<file path="src/logic/pcgu_pkg.sv">
// Sequencer state enum, timer opcode enum and visa field positions for the clock-request unit
package pcgu_pkg;

    // ------------------------------------------------------------------------
    // Clock-request sequencer states
    // ------------------------------------------------------------------------
    typedef enum logic [2:0] {
        // Clock may be gated, only the PMC wake is armed (reset state)
        st_pmcwake   = 3'h5,
        // Clock may be gated, both wake sources armed
        st_selwake   = 3'h0,
        // Clock granted by SoC, wake hysteresis counting
        st_nosel     = 3'h1,
        // Clock valid for the consumers
        st_ungateclk = 3'h2,
        // Gate hysteresis counting, abort still possible
        st_gatepend  = 3'h3,
        // Request dropped, waiting for clkack low
        st_gateclk   = 3'h4
    } clkreq_state_t;

    // ------------------------------------------------------------------------
    // Timer control opcodes
    // ------------------------------------------------------------------------
    // One opcode per cycle keeps reload and decrement exclusive
    typedef enum logic [1:0] {
        tmr_hold      = 2'h0,
        tmr_load_wake = 2'h1,
        tmr_load_gate = 2'h2,
        tmr_dec       = 2'h3
    } tmr_op_t;

    // ------------------------------------------------------------------------
    // Visa vector layout
    // ------------------------------------------------------------------------
    // Sequencer state in bits 2:0
    localparam int visa_state_lsb   = 0;
    localparam int visa_state_width = $bits(clkreq_state_t);
    // Timer count in bits 6:3
    localparam int visa_tmr_lsb     = 3;
    // Single-bit status flags start above the timer
    localparam int visa_flag_lsb    = 7;

endpackage

</file>
<file path="src/logic/pgcb_cfg_pkg.sv">
// Configuration constants for timer width, synchronizer depth, timer reset value and visa width
package pgcb_cfg_pkg;

    // ------------------------------------------------------------------------
    // Hysteresis timers
    // ------------------------------------------------------------------------

    // Width of t_clkwake, t_clkgate and the down-counter
    localparam int tmr_width = 4;

    // All ones, so the counter never reads as expired out of reset
    localparam logic [tmr_width-1:0] tmr_rst_val = '1;

    // ------------------------------------------------------------------------
    // Clock domain crossing and debug
    // ------------------------------------------------------------------------

    // Flop count of each synchronizer (clkack and both wakes)
    localparam int sync_stages = 2;

    // Width of the visa debug vector
    localparam int visa_width = 16;

endpackage

</file>
<file path="src/logic/pcgu_hyst_timer.sv">
// Hysteresis down-counter with wake and gate reload, saturating decrement and expiry flag
`timescale 1ns/10ps

module pcgu_hyst_timer (
    input  logic                                 pgcb_clk,
    input  logic                                 pgcb_rst_b,
    // Control from the sequencer
    input  pcgu_pkg::tmr_op_t                    tmr_op,
    // Programmed hysteresis delays
    input  logic [pgcb_cfg_pkg::tmr_width-1:0]   t_clkwake,
    input  logic [pgcb_cfg_pkg::tmr_width-1:0]   t_clkgate,
    // Count for visa, and zero flag for the sequencer
    output logic [pgcb_cfg_pkg::tmr_width-1:0]   tmr_value,
    output logic                                 tmr_expired
);

    logic [pgcb_cfg_pkg::tmr_width-1:0] tmr_nxt;

    // Next count from the opcode
    always_comb begin
        case (tmr_op)
            pcgu_pkg::tmr_load_wake: tmr_nxt = t_clkwake;
            pcgu_pkg::tmr_load_gate: tmr_nxt = t_clkgate;
            // Stops at zero, so the count still reads zero once clkvld is up
            pcgu_pkg::tmr_dec: begin
                if (tmr_expired)
                    tmr_nxt = tmr_value;
                else
                    tmr_nxt = tmr_value - pgcb_cfg_pkg::tmr_width'(1);
            end
            default: tmr_nxt = tmr_value;
        endcase
    end

    // Counter flop
    always_ff @(posedge pgcb_clk, negedge pgcb_rst_b) begin
        if (!pgcb_rst_b)
            tmr_value <= pgcb_cfg_pkg::tmr_rst_val;
        else
            tmr_value <= tmr_nxt;
    end

    // Expired once the count reaches zero
    assign tmr_expired = (tmr_value == '0);

endmodule

</file>
<file path="config.mk">
export PLATFORM = sky130hd
export DESIGN_NAME = pcgu_hyst_timer
export DESIGN_NICKNAME = d
export VERILOG_FILES = /design/src/logic/pcgu_pkg.sv /design/src/logic/pgcb_cfg_pkg.sv /design/src/logic/pcgu_hyst_timer.sv
export SDC_FILE = /design/constraint.sdc
export NUM_CORES = 1
export LEC_CHECK = 0
export BUFFER_PORTS_ARGS = -buffer_cell sky130_fd_sc_hd__clkbuf_2
export CORE_AREA = 2 2 39 41
export CTS_CLUSTER_DIAMETER = 100
export DETAILED_ROUTE_END_ITERATION = 10
export DIE_AREA = 0 0 41 43
export SLEW_MARGIN = 20
export SYNTH_ARGS = -nofsm -noshare
export SYNTH_HDL_FRONTEND = slang
export SYNTH_SLANG_ARGS = --single-unit
export TNS_END_PERCENT = 1
</file>
<file path="constraint.sdc">
create_clock -name pgcb_clk -period 2.3 [get_ports pgcb_clk]
set_input_delay 0.46 -clock pgcb_clk [delete_from_list [all_inputs] [get_ports pgcb_clk]]
set_output_delay 0.46 -clock pgcb_clk [all_outputs]
set_load 0.03 [all_outputs]
</file>
==> results.json <==
{
  "nets": 77,
  "initial_core_util": 0.278,
  "crit_chain": "inv_1, ha_1, or3b_2, inv_1, clkbuf_2",
  "synth-seq-area-share": 0.274,
  "worstReg2RegEnd": "tmr_value[1]$_DFFE_PN1P_",
  "slowest_stage": "or3b_2",
  "grt_pass1_vias": 331,
  "finalWorstSetupSlack_ns": 0.240,
  "layout_commonest_cell": "clkbuf_2",
  "maxSlewViolCount": 0,
  "dp_hpwl_um": 700,
  "vias_per_cell": 4.86,
  "grt_pass1_wl_um": 1300,
  "antenna_found_initial": 0,
  "critPathLaunchType": "flip-flop",
  "top_register": "tmr_value",
  "drv_cap": 0,
  "p_leak_nw": 0.251,
  "via_count": 369,
  "cts_setup_buffers": 0,
  "cp_common_cell": "inv_1",
  "synth_edf_count": 0,
  "fmax_ghz": 0.485,
  "path_clk_slew_ns": 0.04,
  "yosysWarnings": 0,
  "clockRootBuffer": "clkbuf_4",
  "synthArstFlopShare": 1.00,
  "syn_area_sq_um": 384,
  "diodes": 0,
  "rrSetupSlack_ns": 0.75,
  "final_cell_mix": "16 x clkbuf_2, 4 x inv_1, 4 x nor2_1, 4 x nand2_1, 4 x dfstp_2",
  "setup_viol": 0,
  "worstSetupEndpointType": "output pin",
  "final-seq-area_sq_um": 105,
  "power.total_w": 0.000385,
  "synthFlopType": "dfstp_2",
  "p_int_w": 0.000229,
  "syn_avg_cell_area_sq_um": 8.93,
  "worstMarginPinSlew_ns": 0.330,
  "ir_drop_mv": 0.316,
  "outcome": "completed",
  "die_h_um": 43,
  "whs_ns": 0.203,
  "cts_max_path_buffers": 2,
  "rr_startpoint": "tmr_value[0]$_DFFE_PN1P_",
  "finalSetupTns_ns": 0,
  "cts_tree": "done",
  "overflow": 0,
  "hold_buffers": 0,
  "largest_reg_flops": 4,
  "cts_max_level": 1,
  "cts_sinks": 4,
  "ys_seq_elements": 4,
  "cts_resized": 0,
  "multi_input_area_sq_um": 248,
  "syn_nets": 58,
  "dieArea_sq_um": 1760,
  "syn_inst": 43,
  "combPwrFrac": 0.435,
  "crit_fanout": 5,
  "hold_viol": 0,
  "fin_crit_sh": 0.896,
  "clkLatencyLatePin_ns": 0.24,
  "routed_wirelength_um": 833,
  "grt_usage": 0.111,
  "p_switching_w": 0.000156,
  "rsz0062_at_grt": "false",
  "pwr-share-clk": 0.237,
  "grt_max_degree": 12,
  "ant_nets": 0,
  "power-per-cell-area_nw_per_um2": 785,
  "dr.pass1.iters": 4,
  "maxSlewHeadroom": 0.780,
  "p_seq_frac": 0.328,
  "ys_types": 25,
  "io_buffers": 16,
  "io_pins": 17,
  "swShare": 0.405,
  "gp_congestion": 0.768,
  "drive_gt1_frac": 0.450,
  "cts_made_buffers": 3,
  "worst-r2r-cell-count": 5,
  "nFillCells": 156,
  "crit_required_ns": 1.84,
  "slowest_delay_ns": 0.49,
  "drc": 0,
  "post_drt_wl_per_cell_um": 11.0,
  "finalClockSkew_ns": 0.00702,
  "finalCriticalPeriod_ns": 2.06,
  "rows": 14,
  "reg_top3": "tmr_value: 4 flops",
  "die_width_um": 41,
  "hold_path_class": "in2async",
  "arrival_ns": 1.60,
  "syn2layout_area_growth_pct": 27.7,
  "place_ws_ns": 0.493,
  "critPathKind": "reg2out",
  "fp.coreArea_sq_um": 1380,
  "drt_iter0_markers": 3
}
==> worst max path at each step <==
stage | startpoint | slack, ns | end | depth (start not counted)
after detailed placement | tmr_value[0]$_DFFE_PN1P_ | 0.49 | tmr_expired | 5
final | tmr_value[0]$_DFFE_PN1P_ | 0.24 | tmr_expired | 5
after CTS | tmr_value[0]$_DFFE_PN1P_ | 0.23 | tmr_expired | 5
after floorplan | tmr_value[1]$_DFFE_PN1P_ | 0.52 | tmr_expired | 4
after global routing | tmr_value[0]$_DFFE_PN1P_ | 0.16 | tmr_expired | 5
after global placement | tmr_value[1]$_DFFE_PN1P_ | 0.51 | tmr_expired | 5
==> cell families after synthesis <==
logic type / synth area share
and+or+nand+nor: 0.322
muxes: 0.0554
adders and majority gates: 0.0977
AOI/OAI and AO/OA: 0.169
buffers and inverters: 0.0814
DFF: 0.274
==> routing by layer <==
layer,part of all wire,vias to the layer above,track usage,routed length [um]
met5,0,-,0,0
met4,0,0,0.0200,0
met3,0.059,0,0.0628,49
met2,0.52,14,0.178,433
met1,0.42,163,0.124,350
li1,-,192,-,-
==> critical path, delay by kind of cell (launching register included) <==
family / cells / cell delay (ns)
fa+ha+maj: 1 / 0.18
buf+inv: 3 / 0.31
simple gates: 1 / 0.49
flops: 1 / 0.38
==> final cells by class <==
cell class                 instances  area share
inverter                           4      0.0306
tap                               16      0.0408
sequential                         4       0.214
timing repair buffer              16       0.163
multi-input combinational         33       0.505
clock buffer                       3      0.0459
==> power groups by stage <==
stage           logic, W  clock network, W  registers (W)
2_1_floorplan  0.0000870                 0       0.000161
3_3_place_gp    0.000168                 0       0.000127
3_5_place_dp    0.000170                 0       0.000127
4_1_cts         0.000170         0.0000958       0.000127
5_1_grt         0.000184         0.0000983       0.000130
6_report        0.000168         0.0000914       0.000126
==> metrics by stage <==
step / instance area, sq um / cells / utilization
after floorplan: 384 / 43 / -
after global placement: 468 / 73 / 0.338
after detailed placement: 468 / 73 / 0.338
after CTS: 490 / 76 / 0.354
after global routing: 490 / 76 / 0.354
final: 490 / 76 / 0.354
==> cells in the mapped netlist, types with 2 or more instances <==
library cell,count,area [sq um]
o211a_1,2,20.0
inv_1,4,15.0
nand2_1,4,15.0
nand4_1,2,12.5
nor2b_1,3,18.8
nor2_1,4,15.0
ha_1,3,37.5
dfstp_2,4,105
(Power assumes the default switching activity.)
