--- src/logic/pcgu_pkg.sv ---
// Sequencer state enum, timer opcode enum and visa field positions for the clock-request unit
package pcgu_pkg;

    // ------------------------------------------------------------------------
    // Clock-request sequencer states
    // ------------------------------------------------------------------------
    typedef enum logic [2:0] {
        // Clock may be gated, only the PMC wake is armed (reset state)
        st_pmcwake   = 3'h5,
        // Clock may be gated, both wake sources armed
        st_selwake   = 3'h0,
        // Clock granted by SoC, wake hysteresis counting
        st_nosel     = 3'h1,
        // Clock valid for the consumers
        st_ungateclk = 3'h2,
        // Gate hysteresis counting, abort still possible
        st_gatepend  = 3'h3,
        // Request dropped, waiting for clkack low
        st_gateclk   = 3'h4
    } clkreq_state_t;

    // ------------------------------------------------------------------------
    // Timer control opcodes
    // ------------------------------------------------------------------------
    // One opcode per cycle keeps reload and decrement exclusive
    typedef enum logic [1:0] {
        tmr_hold      = 2'h0,
        tmr_load_wake = 2'h1,
        tmr_load_gate = 2'h2,
        tmr_dec       = 2'h3
    } tmr_op_t;

    // ------------------------------------------------------------------------
    // Visa vector layout
    // ------------------------------------------------------------------------
    // Sequencer state in bits 2:0
    localparam int visa_state_lsb   = 0;
    localparam int visa_state_width = $bits(clkreq_state_t);
    // Timer count in bits 6:3
    localparam int visa_tmr_lsb     = 3;
    // Single-bit status flags start above the timer
    localparam int visa_flag_lsb    = 7;

endpackage

--- src/logic/pgcb_cfg_pkg.sv ---
// Configuration constants for timer width, synchronizer depth, timer reset value and visa width
package pgcb_cfg_pkg;

    // ------------------------------------------------------------------------
    // Hysteresis timers
    // ------------------------------------------------------------------------

    // Width of t_clkwake, t_clkgate and the down-counter
    localparam int tmr_width = 4;

    // All ones, so the counter never reads as expired out of reset
    localparam logic [tmr_width-1:0] tmr_rst_val = '1;

    // ------------------------------------------------------------------------
    // Clock domain crossing and debug
    // ------------------------------------------------------------------------

    // Flop count of each synchronizer (clkack and both wakes)
    localparam int sync_stages = 2;

    // Width of the visa debug vector
    localparam int visa_width = 16;

endpackage

--- src/logic/pcgu_clkreq_fsm.sv ---
// Clkack synchronizer, clock-request sequencer, registered masks, clkvld and timer opcodes
`timescale 1ns/10ps

module pcgu_clkreq_fsm #(
    parameter bit DEF_PWRON = 1'b0
) (
    input  logic                    pgcb_clk,
    input  logic                    pgcb_rst_b,
    // SoC handshake, consumer gate and PGCB status
    input  logic                    pgcb_clkack,
    input  logic                    sync_gate,
    input  logic                    pgcb_pok,
    // Status from the wake capture and timer
    input  logic                    clkreq_sustain,
    input  logic                    tmr_expired,
    // Consumer clock valid
    output logic                    sync_clkvld,
    // Controls to the wake capture
    output logic                    mask_acc_wake,
    output logic                    mask_pmc_wake,
    output logic                    clr_acc_wake,
    output logic                    clr_sustain,
    output logic                    clr_defon,
    // Timer control and present state
    output pcgu_pkg::tmr_op_t       tmr_op,
    output pcgu_pkg::clkreq_state_t state
);

    logic [pgcb_cfg_pkg::sync_stages-1:0] clkack_sync_q;
    logic                                 clkack_syn;
    logic                                 defon_vld;
    pcgu_pkg::clkreq_state_t              state_nxt;

    // Clkack is asynchronous to pgcb_clk
    always_ff @(posedge pgcb_clk, negedge pgcb_rst_b) begin
        if (!pgcb_rst_b)
            clkack_sync_q <= '0;
        else
            clkack_sync_q <= {clkack_sync_q[pgcb_cfg_pkg::sync_stages-2:0], pgcb_clkack};
    end

    assign clkack_syn = clkack_sync_q[pgcb_cfg_pkg::sync_stages-1];

    // ------------------------------------------------------------------------
    // Sequencer
    // ------------------------------------------------------------------------
    always_ff @(posedge pgcb_clk, negedge pgcb_rst_b) begin
        if (!pgcb_rst_b)
            state <= pcgu_pkg::st_pmcwake;
        else
            state <= state_nxt;
    end

    always_comb begin
        state_nxt = state;
        case (state)
            // Grant seen and wake captured in sustain
            pcgu_pkg::st_pmcwake,
            pcgu_pkg::st_selwake: begin
                if (clkack_syn && clkreq_sustain)
                    state_nxt = pcgu_pkg::st_nosel;
            end
            pcgu_pkg::st_nosel: begin
                if (tmr_expired)
                    state_nxt = pcgu_pkg::st_ungateclk;
            end
            pcgu_pkg::st_ungateclk: begin
                if (sync_gate)
                    state_nxt = pcgu_pkg::st_gatepend;
            end
            // Gate dropped early is an abort
            pcgu_pkg::st_gatepend: begin
                if (!sync_gate)
                    state_nxt = pcgu_pkg::st_ungateclk;
                else if (tmr_expired)
                    state_nxt = pcgu_pkg::st_gateclk;
            end
            // Wake sources armed by pgcb_pok once clkack is low
            pcgu_pkg::st_gateclk: begin
                if (!clkack_syn)
                    state_nxt = pgcb_pok ? pcgu_pkg::st_selwake : pcgu_pkg::st_pmcwake;
            end
            default: state_nxt = pcgu_pkg::st_pmcwake;
        endcase
    end

    // ------------------------------------------------------------------------
    // Combinational controls
    // ------------------------------------------------------------------------
    assign clr_sustain  = (state == pcgu_pkg::st_gatepend) && (state_nxt == pcgu_pkg::st_gateclk);
    assign clr_acc_wake = (state == pcgu_pkg::st_ungateclk);
    assign clr_defon    = (state == pcgu_pkg::st_nosel) && (state_nxt == pcgu_pkg::st_ungateclk);

    // Exactly one opcode per cycle
    always_comb begin
        tmr_op = pcgu_pkg::tmr_hold;
        if (state_nxt == pcgu_pkg::st_nosel &&
            (state == pcgu_pkg::st_pmcwake || state == pcgu_pkg::st_selwake))
            tmr_op = pcgu_pkg::tmr_load_wake;
        else if (state == pcgu_pkg::st_ungateclk && state_nxt == pcgu_pkg::st_gatepend)
            tmr_op = pcgu_pkg::tmr_load_gate;
        else if (state == pcgu_pkg::st_nosel || state == pcgu_pkg::st_gatepend)
            tmr_op = pcgu_pkg::tmr_dec;
    end

    // ------------------------------------------------------------------------
    // Registered outputs
    // ------------------------------------------------------------------------

    // Default-on tracker, dropped at the first ungate
    always_ff @(posedge pgcb_clk, negedge pgcb_rst_b) begin
        if (!pgcb_rst_b)
            defon_vld <= DEF_PWRON;
        else
            defon_vld <= defon_vld & ~clr_defon;
    end

    always_ff @(posedge pgcb_clk, negedge pgcb_rst_b) begin
        if (!pgcb_rst_b) begin
            mask_pmc_wake <= 1'b0;
            mask_acc_wake <= 1'b1;
            sync_clkvld   <= DEF_PWRON;
        end else begin
            // PMC wake armed in both idle states, accessible wake in selwake only
            mask_pmc_wake <= (state_nxt != pcgu_pkg::st_pmcwake) &&
                             (state_nxt != pcgu_pkg::st_selwake);
            mask_acc_wake <= (state_nxt != pcgu_pkg::st_selwake);
            sync_clkvld   <= (state_nxt == pcgu_pkg::st_ungateclk) || defon_vld;
        end
    end

endmodule

--- config.mk ---
export PLATFORM = sky130hd
export DESIGN_NAME = pcgu_clkreq_fsm
export DESIGN_NICKNAME = d
export VERILOG_FILES = /design/src/logic/pcgu_pkg.sv /design/src/logic/pgcb_cfg_pkg.sv /design/src/logic/pcgu_clkreq_fsm.sv
export SDC_FILE = /design/constraint.sdc
export NUM_CORES = 1
export LEC_CHECK = 0
export ABC_AREA = 1
export BUFFER_PORTS_ARGS = -buffer_cell sky130_fd_sc_hd__clkbuf_2
export CORE_AREA = 2 2 39 41
export CTS_BUF_LIST = sky130_fd_sc_hd__clkbuf_8
export DETAILED_ROUTE_END_ITERATION = 8
export DIE_AREA = 0 0 41 43
export PLACE_DENSITY_LB_ADDON = 0.3
export SYNTH_ARGS = -nofsm -noshare
export SYNTH_HDL_FRONTEND = slang
export SYNTH_SLANG_ARGS = --single-unit
--- constraint.sdc ---
create_clock -name pgcb_clk -period 2.6 [get_ports pgcb_clk]
set_clock_uncertainty 0.15 [all_clocks]
set_input_delay 0.39 -clock pgcb_clk [delete_from_list [all_inputs] [get_ports pgcb_clk]]
set_output_delay 0.39 -clock pgcb_clk [all_outputs]
set_load 0.05 [all_outputs]
==> metrics.cfg, run 1 <==
[sta]
setup_tns_ns=0
rsz0062_at_grt=no
tightest_slew_ns=0.289
min_period_ns=2.38
finalMaxSlewViolations=0
fmax_ghz=0.420
relSlewSlack=0.808
setup_viol=0
finalCritPeriodShare=0.916
setup_ws_ns=0.219
whs_ns=0.120
finalHoldViolCount=0

[cells_and_area]
fill_cells=134
area_growth_pct=24.0
num_antenna_cells=0
fin_area_um2=769
nNetsFinal=107
drive_gt1_frac=0.485

[route]
vias=526
wl_per_cell_um=10.2
wirelength_um=1170
drt_iter0_markers=7
route.antenna.remaining_nets=0
drt-vias-per-instance=4.57
drc=0
first_pass_iters=4

[synth]
synth_commonest_cells=nand2_1 (17), inv_1 (11), dfrtp_1 (6)
synth_edf_count=0
synth_top_cell_by_area=dfrtp_1
synth-seq-cells=9
yosysTopAreaCellShare=0.242
synth_fp_nets=85
synthCells=78
ys_types=20
yosys_most_used_dff=dfrtp_1
yosys.cell_count.top_type=nand2_1
ys_top_cells_by_area=dfrtp_1 (24%), dfstp_2 (13%), nand2_1 (10%), inv_1 (6.7%), o21ai_2 (5.6%)
synth.avg_cell_area_um2=7.96
syn-cell-area_um2=621
yosysSeqAreaShare=0.369
ys_warn_count=0
async_flop_share=1.00

[min_path]
hold_path_class=input pin to flip-flop

[worst_setup_path]
worst-path-max-fanout=10
startpoint_type=flip-flop
critPathRequiredTime_ns=2.06
worstSetupPathType=flip-flop to primary output
crit_path_end_kind=primary output
cp.arrival_ns=1.84

[grt]
grt_pass1_wl_um=1970
antenna_found_initial=0
gr-usage-met1=0.217
busiest_layer=met2
grt_pass1_vias=475
track_usage=0.165
grt_util_met2=0.259
overflow=0
grtUsageMet3=0.0157
grt_start_max_net_pins=11

[cts]
cts_tree=done
htree_levels=1
cts_buffer_depth=2
clk_pin_slew_ns=0.04
cts_buffers=3
clock_latency_ns=0.23
cts_resized=0
root_buffer=clkbuf_8
clock_sinks=9
post-cts-setup-buffer-count=0

[floorplan]
core_area_um2=1380
rows=14
start_util=0.448
dieArea_um2=1760
die_y_um=43
die_w_um=41
top_level_ports=18

[place]
post_dp_cell_area_um2=714
port_buffers=17
hpwl_um=998
place_congestion=0.751
placement.setup.worst_slack_ns=0.446

[status]
status=finished, final reports clean

[run]
cap_violations=0

## critical path: stages, from the launching register on
cell      delay [ns]
dfstp_2         0.65
inv_4           0.06
nor2_2          0.12
nand2_2         0.10
o21ai_2         0.07
inv_2           0.08
nand2_4         0.09
nand3_4         0.07
nand3_1         0.08
nand2_1         0.05
clkbuf_2        0.23
## metrics by stage
step | utilization | cells
3_5_place_dp | 0.516 | 110
3_3_place_gp | 0.516 | 110
6_report | 0.556 | 115
5_1_grt | 0.556 | 115
2_1_floorplan | - | 78
4_1_cts | 0.556 | 115
## layout make-up
cell class	instances	area (µm²)	area share
timing repair buffer	18	95.1	0.124
sequential	9	229	0.298
clock inverter	1	3.75	0.00488
inverter	17	66.3	0.0862
multi-input combinational	51	314	0.408
clock buffer	3	41.3	0.0537
tap	16	20.0	0.0260
## placed cells by master, fill, tap and decap left out
cell type      count
nand2_1           17
clkbuf_2          17
inv_1             12
dfrtp_1            6
inv_2              5
nor2_1             5
nand3_1            5
nand2_2            4
nor2_2             4
o21ai_2            4
nand4_1            4
clkbuf_8           3
dfstp_2            3
nor2_4             2
inv_4              1
nor2_8             1
or2_1              1
nand3_2            1
a21oi_2            1
nand2_4            1
nand3_4            1
dlygate4sd3_1      1
## what timing repair did
item,CTS,global route
hold buffers,1,0
hold endpoints to repair,6,0
setup endpoints to repair,0,0
## state kept, by name, summed over array words and instances (netlist names)
| signal | count |
|---|---|
| defon_vld | 1 |
| state | 3 |
| mask_acc_wake | 1 |
| clkack_sync_q | 2 |
| sync_clkvld | 1 |
| mask_pmc_wake | 1 |
## path summary, 6_finish.rpt
| check | cells after the start | slack (ns) | from | end |
|---|---|---|---|---|
| max | 10 | 0.22 | state[0] | tmr_op[0] |
| min in group asynchronous | 2 | 0.39 | pgcb_rst_b | clkack_sync_q[1] |
| max in group asynchronous | 2 | 1.66 | pgcb_rst_b | mask_acc_wake |
| max reg2reg | 9 | 0.96 | state[0] | mask_pmc_wake |
| min reg2reg | 0 | 0.19 | clkack_sync_q[0] | clkack_sync_q[1] |
| min | 1 | 0.12 | pgcb_clkack | clkack_sync_q[0] |
## kinds of logic (layout without fill, tap and decap cells)
family,Yosys count,count (layout),synth area share
AOI/OAI and AO/OA,5,5,0.0706
buffers and inverters,18,39,0.125
DFF,9,9,0.369
and+or+nand+nor,46,46,0.435
## layer usage
layer	wire length, µm	share of wire	vias up
met2	590	0.50	10
li1	-	-	283
met4	17	0.014	0
met5	0	0	-
met3	32	0.027	2
met1	534	0.45	231
Power of run 1 is not shown: default switching activity piles up to over one toggle a cycle in this logic, so the estimate is an artifact.
==> run 2: changes to the inputs <==
- CELL_PAD_IN_SITES_DETAIL_PLACEMENT: unset -> 1
- CELL_PAD_IN_SITES_GLOBAL_PLACEMENT: unset -> 1
- CORE_AREA: 2 2 39 41 -> unset
- CORE_ASPECT_RATIO: unset -> 0.9
- CORE_MARGIN: unset -> 2
- CORE_UTILIZATION: unset -> 34
- DIE_AREA: 0 0 41 43 -> unset
- clock period: 2.6 -> 2 ns (I/O delays scaled with it)
==> metrics.cfg, run 2 (synthesized netlist as in run 1, its figures left out) <==
[status]
status=finished with violations
violations=setup timing

[cts]
cts_tree=done
root_buffer=clkbuf_8
clk_pin_slew_ns=0.05
cts_buffers=3
cts_buffer_depth=2
clock_sinks=9
htree_levels=1
clock_latency_ns=0.24

[cells_and_area]
reg_top3=state: 3 flops, clkack_sync_q: 2 flops
fill_cells=209
final_cell_mix=buf_4 (19), nand2_1 (14), clkbuf_2 (13)
area_growth_pct=69.0
largest_register_ff_count=3
drive_gt1_frac=0.639
nNetsFinal=127
num_antenna_cells=0
layout_commonest_cell=buf_4
fin_util=0.617
top_register=state

[floorplan]
core_area_um2=1700
dieArea_um2=2180
die_y_um=44.5
top_level_ports=18
rows=14
die_w_um=49.0
start_util=0.365

[route]
route.antenna.remaining_nets=0
drt-vias-per-instance=4.69
m1WireLength_um=909
wl_per_cell_um=16.1
drc=0
drt_iter0_markers=4
routed.top_layer=met4
wl_met2_um=1230
first_pass_iters=2
wl_met3_um=73
wirelength_um=2300
vias=671

[sta]
tightest_slew_ns=0.284
min_period_ns=2.20
rsz0062_at_grt=yes
finalCritPeriodShare=1.10
finalMaxSlewViolations=0
relSlewSlack=0.811
setup_viol=3
fmax_ghz=0.455
setup_ws_ns=-0.198
finalHoldViolCount=0

[worst_setup_path]
rr_endpoint=mask_pmc_wake
startpoint_type=flip-flop
worstSetupPathType=flip-flop to primary output
crit_path_end_kind=primary output
r2r_start=state[0]
reg2reg_depth=10
cp.arrival_ns=1.75
rrSetupSlack_ns=0.01
critPathRequiredTime_ns=1.55
worst-path-max-fanout=8

[min_path]
min-delay-start=pgcb_clkack
hold_path_class=input pin to flip-flop
hold_path_depth=1
hold_end=clkack_sync_q[0]

[run]
cap_violations=0

[grt]
grt_start_max_net_pins=10
grt_pass1_wl_um=3150
grt_pass1_vias=685
track_usage=0.207
overflow=0
antenna_found_initial=0

[place]
placement.setup.worst_slack_ns=-0.0197
port_buffers=17
place_congestion=0.775
hpwl_um=1460

-- run 2: cell types whose count changed in the layout (fill, tap and decap cells not counted), sizes merged --
cell | previous run | this run
buf | 0 | 23
clkbuf | 20 | 17
-- run 2: worst max path at each step --
stage	from	to	slack [ns]	cells past startpoint
finish	state[0]	tmr_op[0]	-0.20	9
global placement	state[0]	tmr_op[0]	-0.02	9
detailed placement	state[0]	tmr_op[0]	-0.02	9
global route	state[0]	tmr_op[0]	-0.26	10
floorplan	state[0]	tmr_op[0]	-0.17	8
CTS	state[0]	tmr_op[0]	-0.18	10
-- run 2: per-layer routing --
layer | GRT usage | vias to the layer above
met5 | 0 | -
met4 | 0.103 | 0
met3 | 0.0642 | 9
met2 | 0.392 | 18
met1 | 0.210 | 324
li1 | - | 320
-- run 2: worst max-delay path, stage by stage, from the launching register on --
cell and delay (ns):
dfstp_2 0.65, inv_4 0.08, nor2_4 0.13, buf_6 0.11, nand3_2 0.08, nand3_4 0.11, nor2_4 0.05, nand3_4 0.08
nand2_4 0.05, clkbuf_16 0.16
-- run 2: final cells by class --
cell class                 instances  area [µm²]  share of cell area
multi-input combinational         51         382               0.364
timing repair buffer              38         295               0.282
sequential                         9         230               0.220
inverter                          17        66.3              0.0632
clock buffer                       3        41.3              0.0394
tap                               24        30.0              0.0286
clock inverter                     1        3.75             0.00358
-- run 2: per-stage QoR --
step	TNS, ns	area (µm²)	instances	hold WS, ns
floorplan	-0.222	641	78	-0.146
global placement	-0.0180	842	131	0.0137
finish	-0.352	1050	143	0.0309
detailed placement	-0.0197	842	131	0.0173
CTS	-0.349	967	139	0.0133
global route	-0.627	1050	143	0.0344
-- run 2: what timing repair did --
| item | CTS | global route |
|---|---|---|
| gates resized for setup | 10 | 14 |
| pin swaps | 6 | 7 |
| hold buffers | 1 | 0 |
| buffers inserted | 3 | 4 |
| setup endpoints to repair | 4 | 4 |
| endpoints found under the hold margin | 6 | 0 |
Power of run 2 is left out for the same reason.
==> run 3: changes to the inputs <==
- ABC_AREA: 1 -> unset
- CORE_ASPECT_RATIO: 0.9 -> unset
- CORE_UTILIZATION: 34 -> 32
==> metrics.cfg, run 3 <==
[synth]
synthCells=41
synth.avg_cell_area_um2=11.1
ys_top_cells_by_area=dfrtp_1 (33%), dfstp_2 (17%), o32a_4 (4.9%), nand2b_1 (4.1%), a21boi_0 (3.3%)
yosys_most_used_dff=dfrtp_1
synth_fp_nets=48
ys_types=26
ys_warn_count=0
syn-cell-area_um2=457
yosysSeqAreaShare=0.501
yosysTopAreaCellShare=0.329
yosys.cell_count.top_type=dfrtp_1
synth_commonest_cells=dfrtp_1 (6), dfstp_2 (3), inv_1 (3), nand2b_1 (3)
synth-seq-cells=9
async_flop_share=1.00
synth_top_cell_by_area=dfrtp_1
synth_edf_count=0

[floorplan]
core_area_um2=1320
die_y_um=41.8
start_util=0.347
top_level_ports=18
die_w_um=41.8
rows=13
dieArea_um2=1750

[cells_and_area]
top_register=state
final_cell_mix=clkbuf_2 (15), dfrtp_1 (5), inv_1 (4)
fill_cells=163
regArea_um2=230
num_antenna_cells=0
layout_commonest_cell=clkbuf_2
area_growth_pct=37.5
fin_util=0.477
drive_gt1_frac=0.532
largest_register_ff_count=3
nNetsFinal=70
reg_top3=state: 3 flops, clkack_sync_q: 2 flops
multi_input_area_um2=213

[sta]
tightest_slew_ns=0.290
finalCritPeriodShare=0.956
setup_viol=0
finalMaxSlewViolations=0
relSlewSlack=0.807
setup_tns_ns=0
rsz0062_at_grt=no
fmax_ghz=0.523
min_period_ns=1.91
finalHoldViolCount=0

[min_path]
min-delay-start=pgcb_clkack
hold_path_class=input pin to flip-flop
hold_path_depth=1
hold_end=clkack_sync_q[0]

[route]
wl_per_cell_um=12.8
first_pass_iters=2
route.antenna.remaining_nets=0
drc=0
drt-vias-per-instance=4.81
wirelength_um=984
vias=370
drt_iter0_markers=1

[place]
place_congestion=0.640
hpwl_um=706
port_buffers=17

[status]
status=finished, final reports clean

[worst_setup_path]
cp.arrival_ns=1.46
crit_path_cell_trace=and3b_1 > maj3_1 > clkbuf_2
r2r_start=state[0]
slowest_delay_ns=0.45
worstSetupPathType=flip-flop to primary output
worst-path-max-fanout=10
rr_endpoint=mask_pmc_wake
path_delay_family=flip-flops
worst-path-buf-inv=1
crit_path_end_kind=primary output
cp.depth=3
reg2reg_depth=4
critPathRequiredTime_ns=1.55
crit_path_top_delay_cell=dfrtp_2
rrSetupSlack_ns=0.37
startpoint_type=flip-flop

[cts]
cts_buffer_depth=2
cts_tree=done
clock_sinks=9
cts_buffers=3
clk_pin_slew_ns=0.04
root_buffer=clkbuf_8
clock_latency_ns=0.23
htree_levels=1

[grt]
grt_pass1_wl_um=1590
antenna_found_initial=0
grt_pass1_vias=379
track_usage=0.129
grt_start_max_net_pins=11
overflow=0

[run]
cap_violations=0

## run 3: layout make-up
| type | count | share of cell area |
|---|---|---|
| Clock buffer | 3 | 0.0657 |
| Tap cell | 15 | 0.0299 |
| Multi-Input combinational cell | 26 | 0.339 |
| Inverter | 3 | 0.0179 |
| Sequential cell | 9 | 0.367 |
| Timing Repair Buffer | 20 | 0.175 |
| Clock inverter | 1 | 0.00598 |
## run 3: what timing repair did
item                       in CTS  in global routing
setup buffers                   0                  2
setup endpoints to repair       0                  3
hold buffers                    1                  0
hold endpoints to repair        9                  0
gates resized for setup         0                  2
## run 3: kinds of logic after synthesis
kind of cell / Yosys count / share of synthesized area
compound gates: 10 / 0.184
simple gates: 14 / 0.200
buf+inv: 6 / 0.0712
fa+ha+maj: 1 / 0.0219
flops: 9 / 0.501
mux: 1 / 0.0219
## run 3: through the flow
step                area (µm²)  instances  worst slack [ns]  hold WS [ns]
floorplan                  475         41            -0.118        -0.146
global placement           558         70             0.285        0.0102
detailed placement         558         70             0.271       0.00970
CTS                        613         75            0.0222        0.0202
global route               628         77           0.00455        0.0257
finish                     628         77            0.0881        0.0252
## run 3: worst max path at each step
stage / startpoint / to / slack [ns]
2_1_floorplan: state[0] / clr_sustain / -0.12
3_3_place_gp: state[2] / tmr_op[0] / 0.29
3_5_place_dp: state[2] / tmr_op[0] / 0.27
4_1_cts: state[2] / tmr_op[0] / 0.02
5_1_grt: state[0] / clr_defon / 0.005
6_report: state[1] / tmr_op[0] / 0.09
## run 3: routing by layer
layer,share of wire,vias to the layer above,wire (µm),track usage
met5,0,-,0,0
met4,0.028,0,28,0.116
met3,0.042,3,41,0.0261
met2,0.50,11,488,0.203
met1,0.43,175,425,0.144
li1,-,181,-,-
Power of run 3 is left out for the same reason.
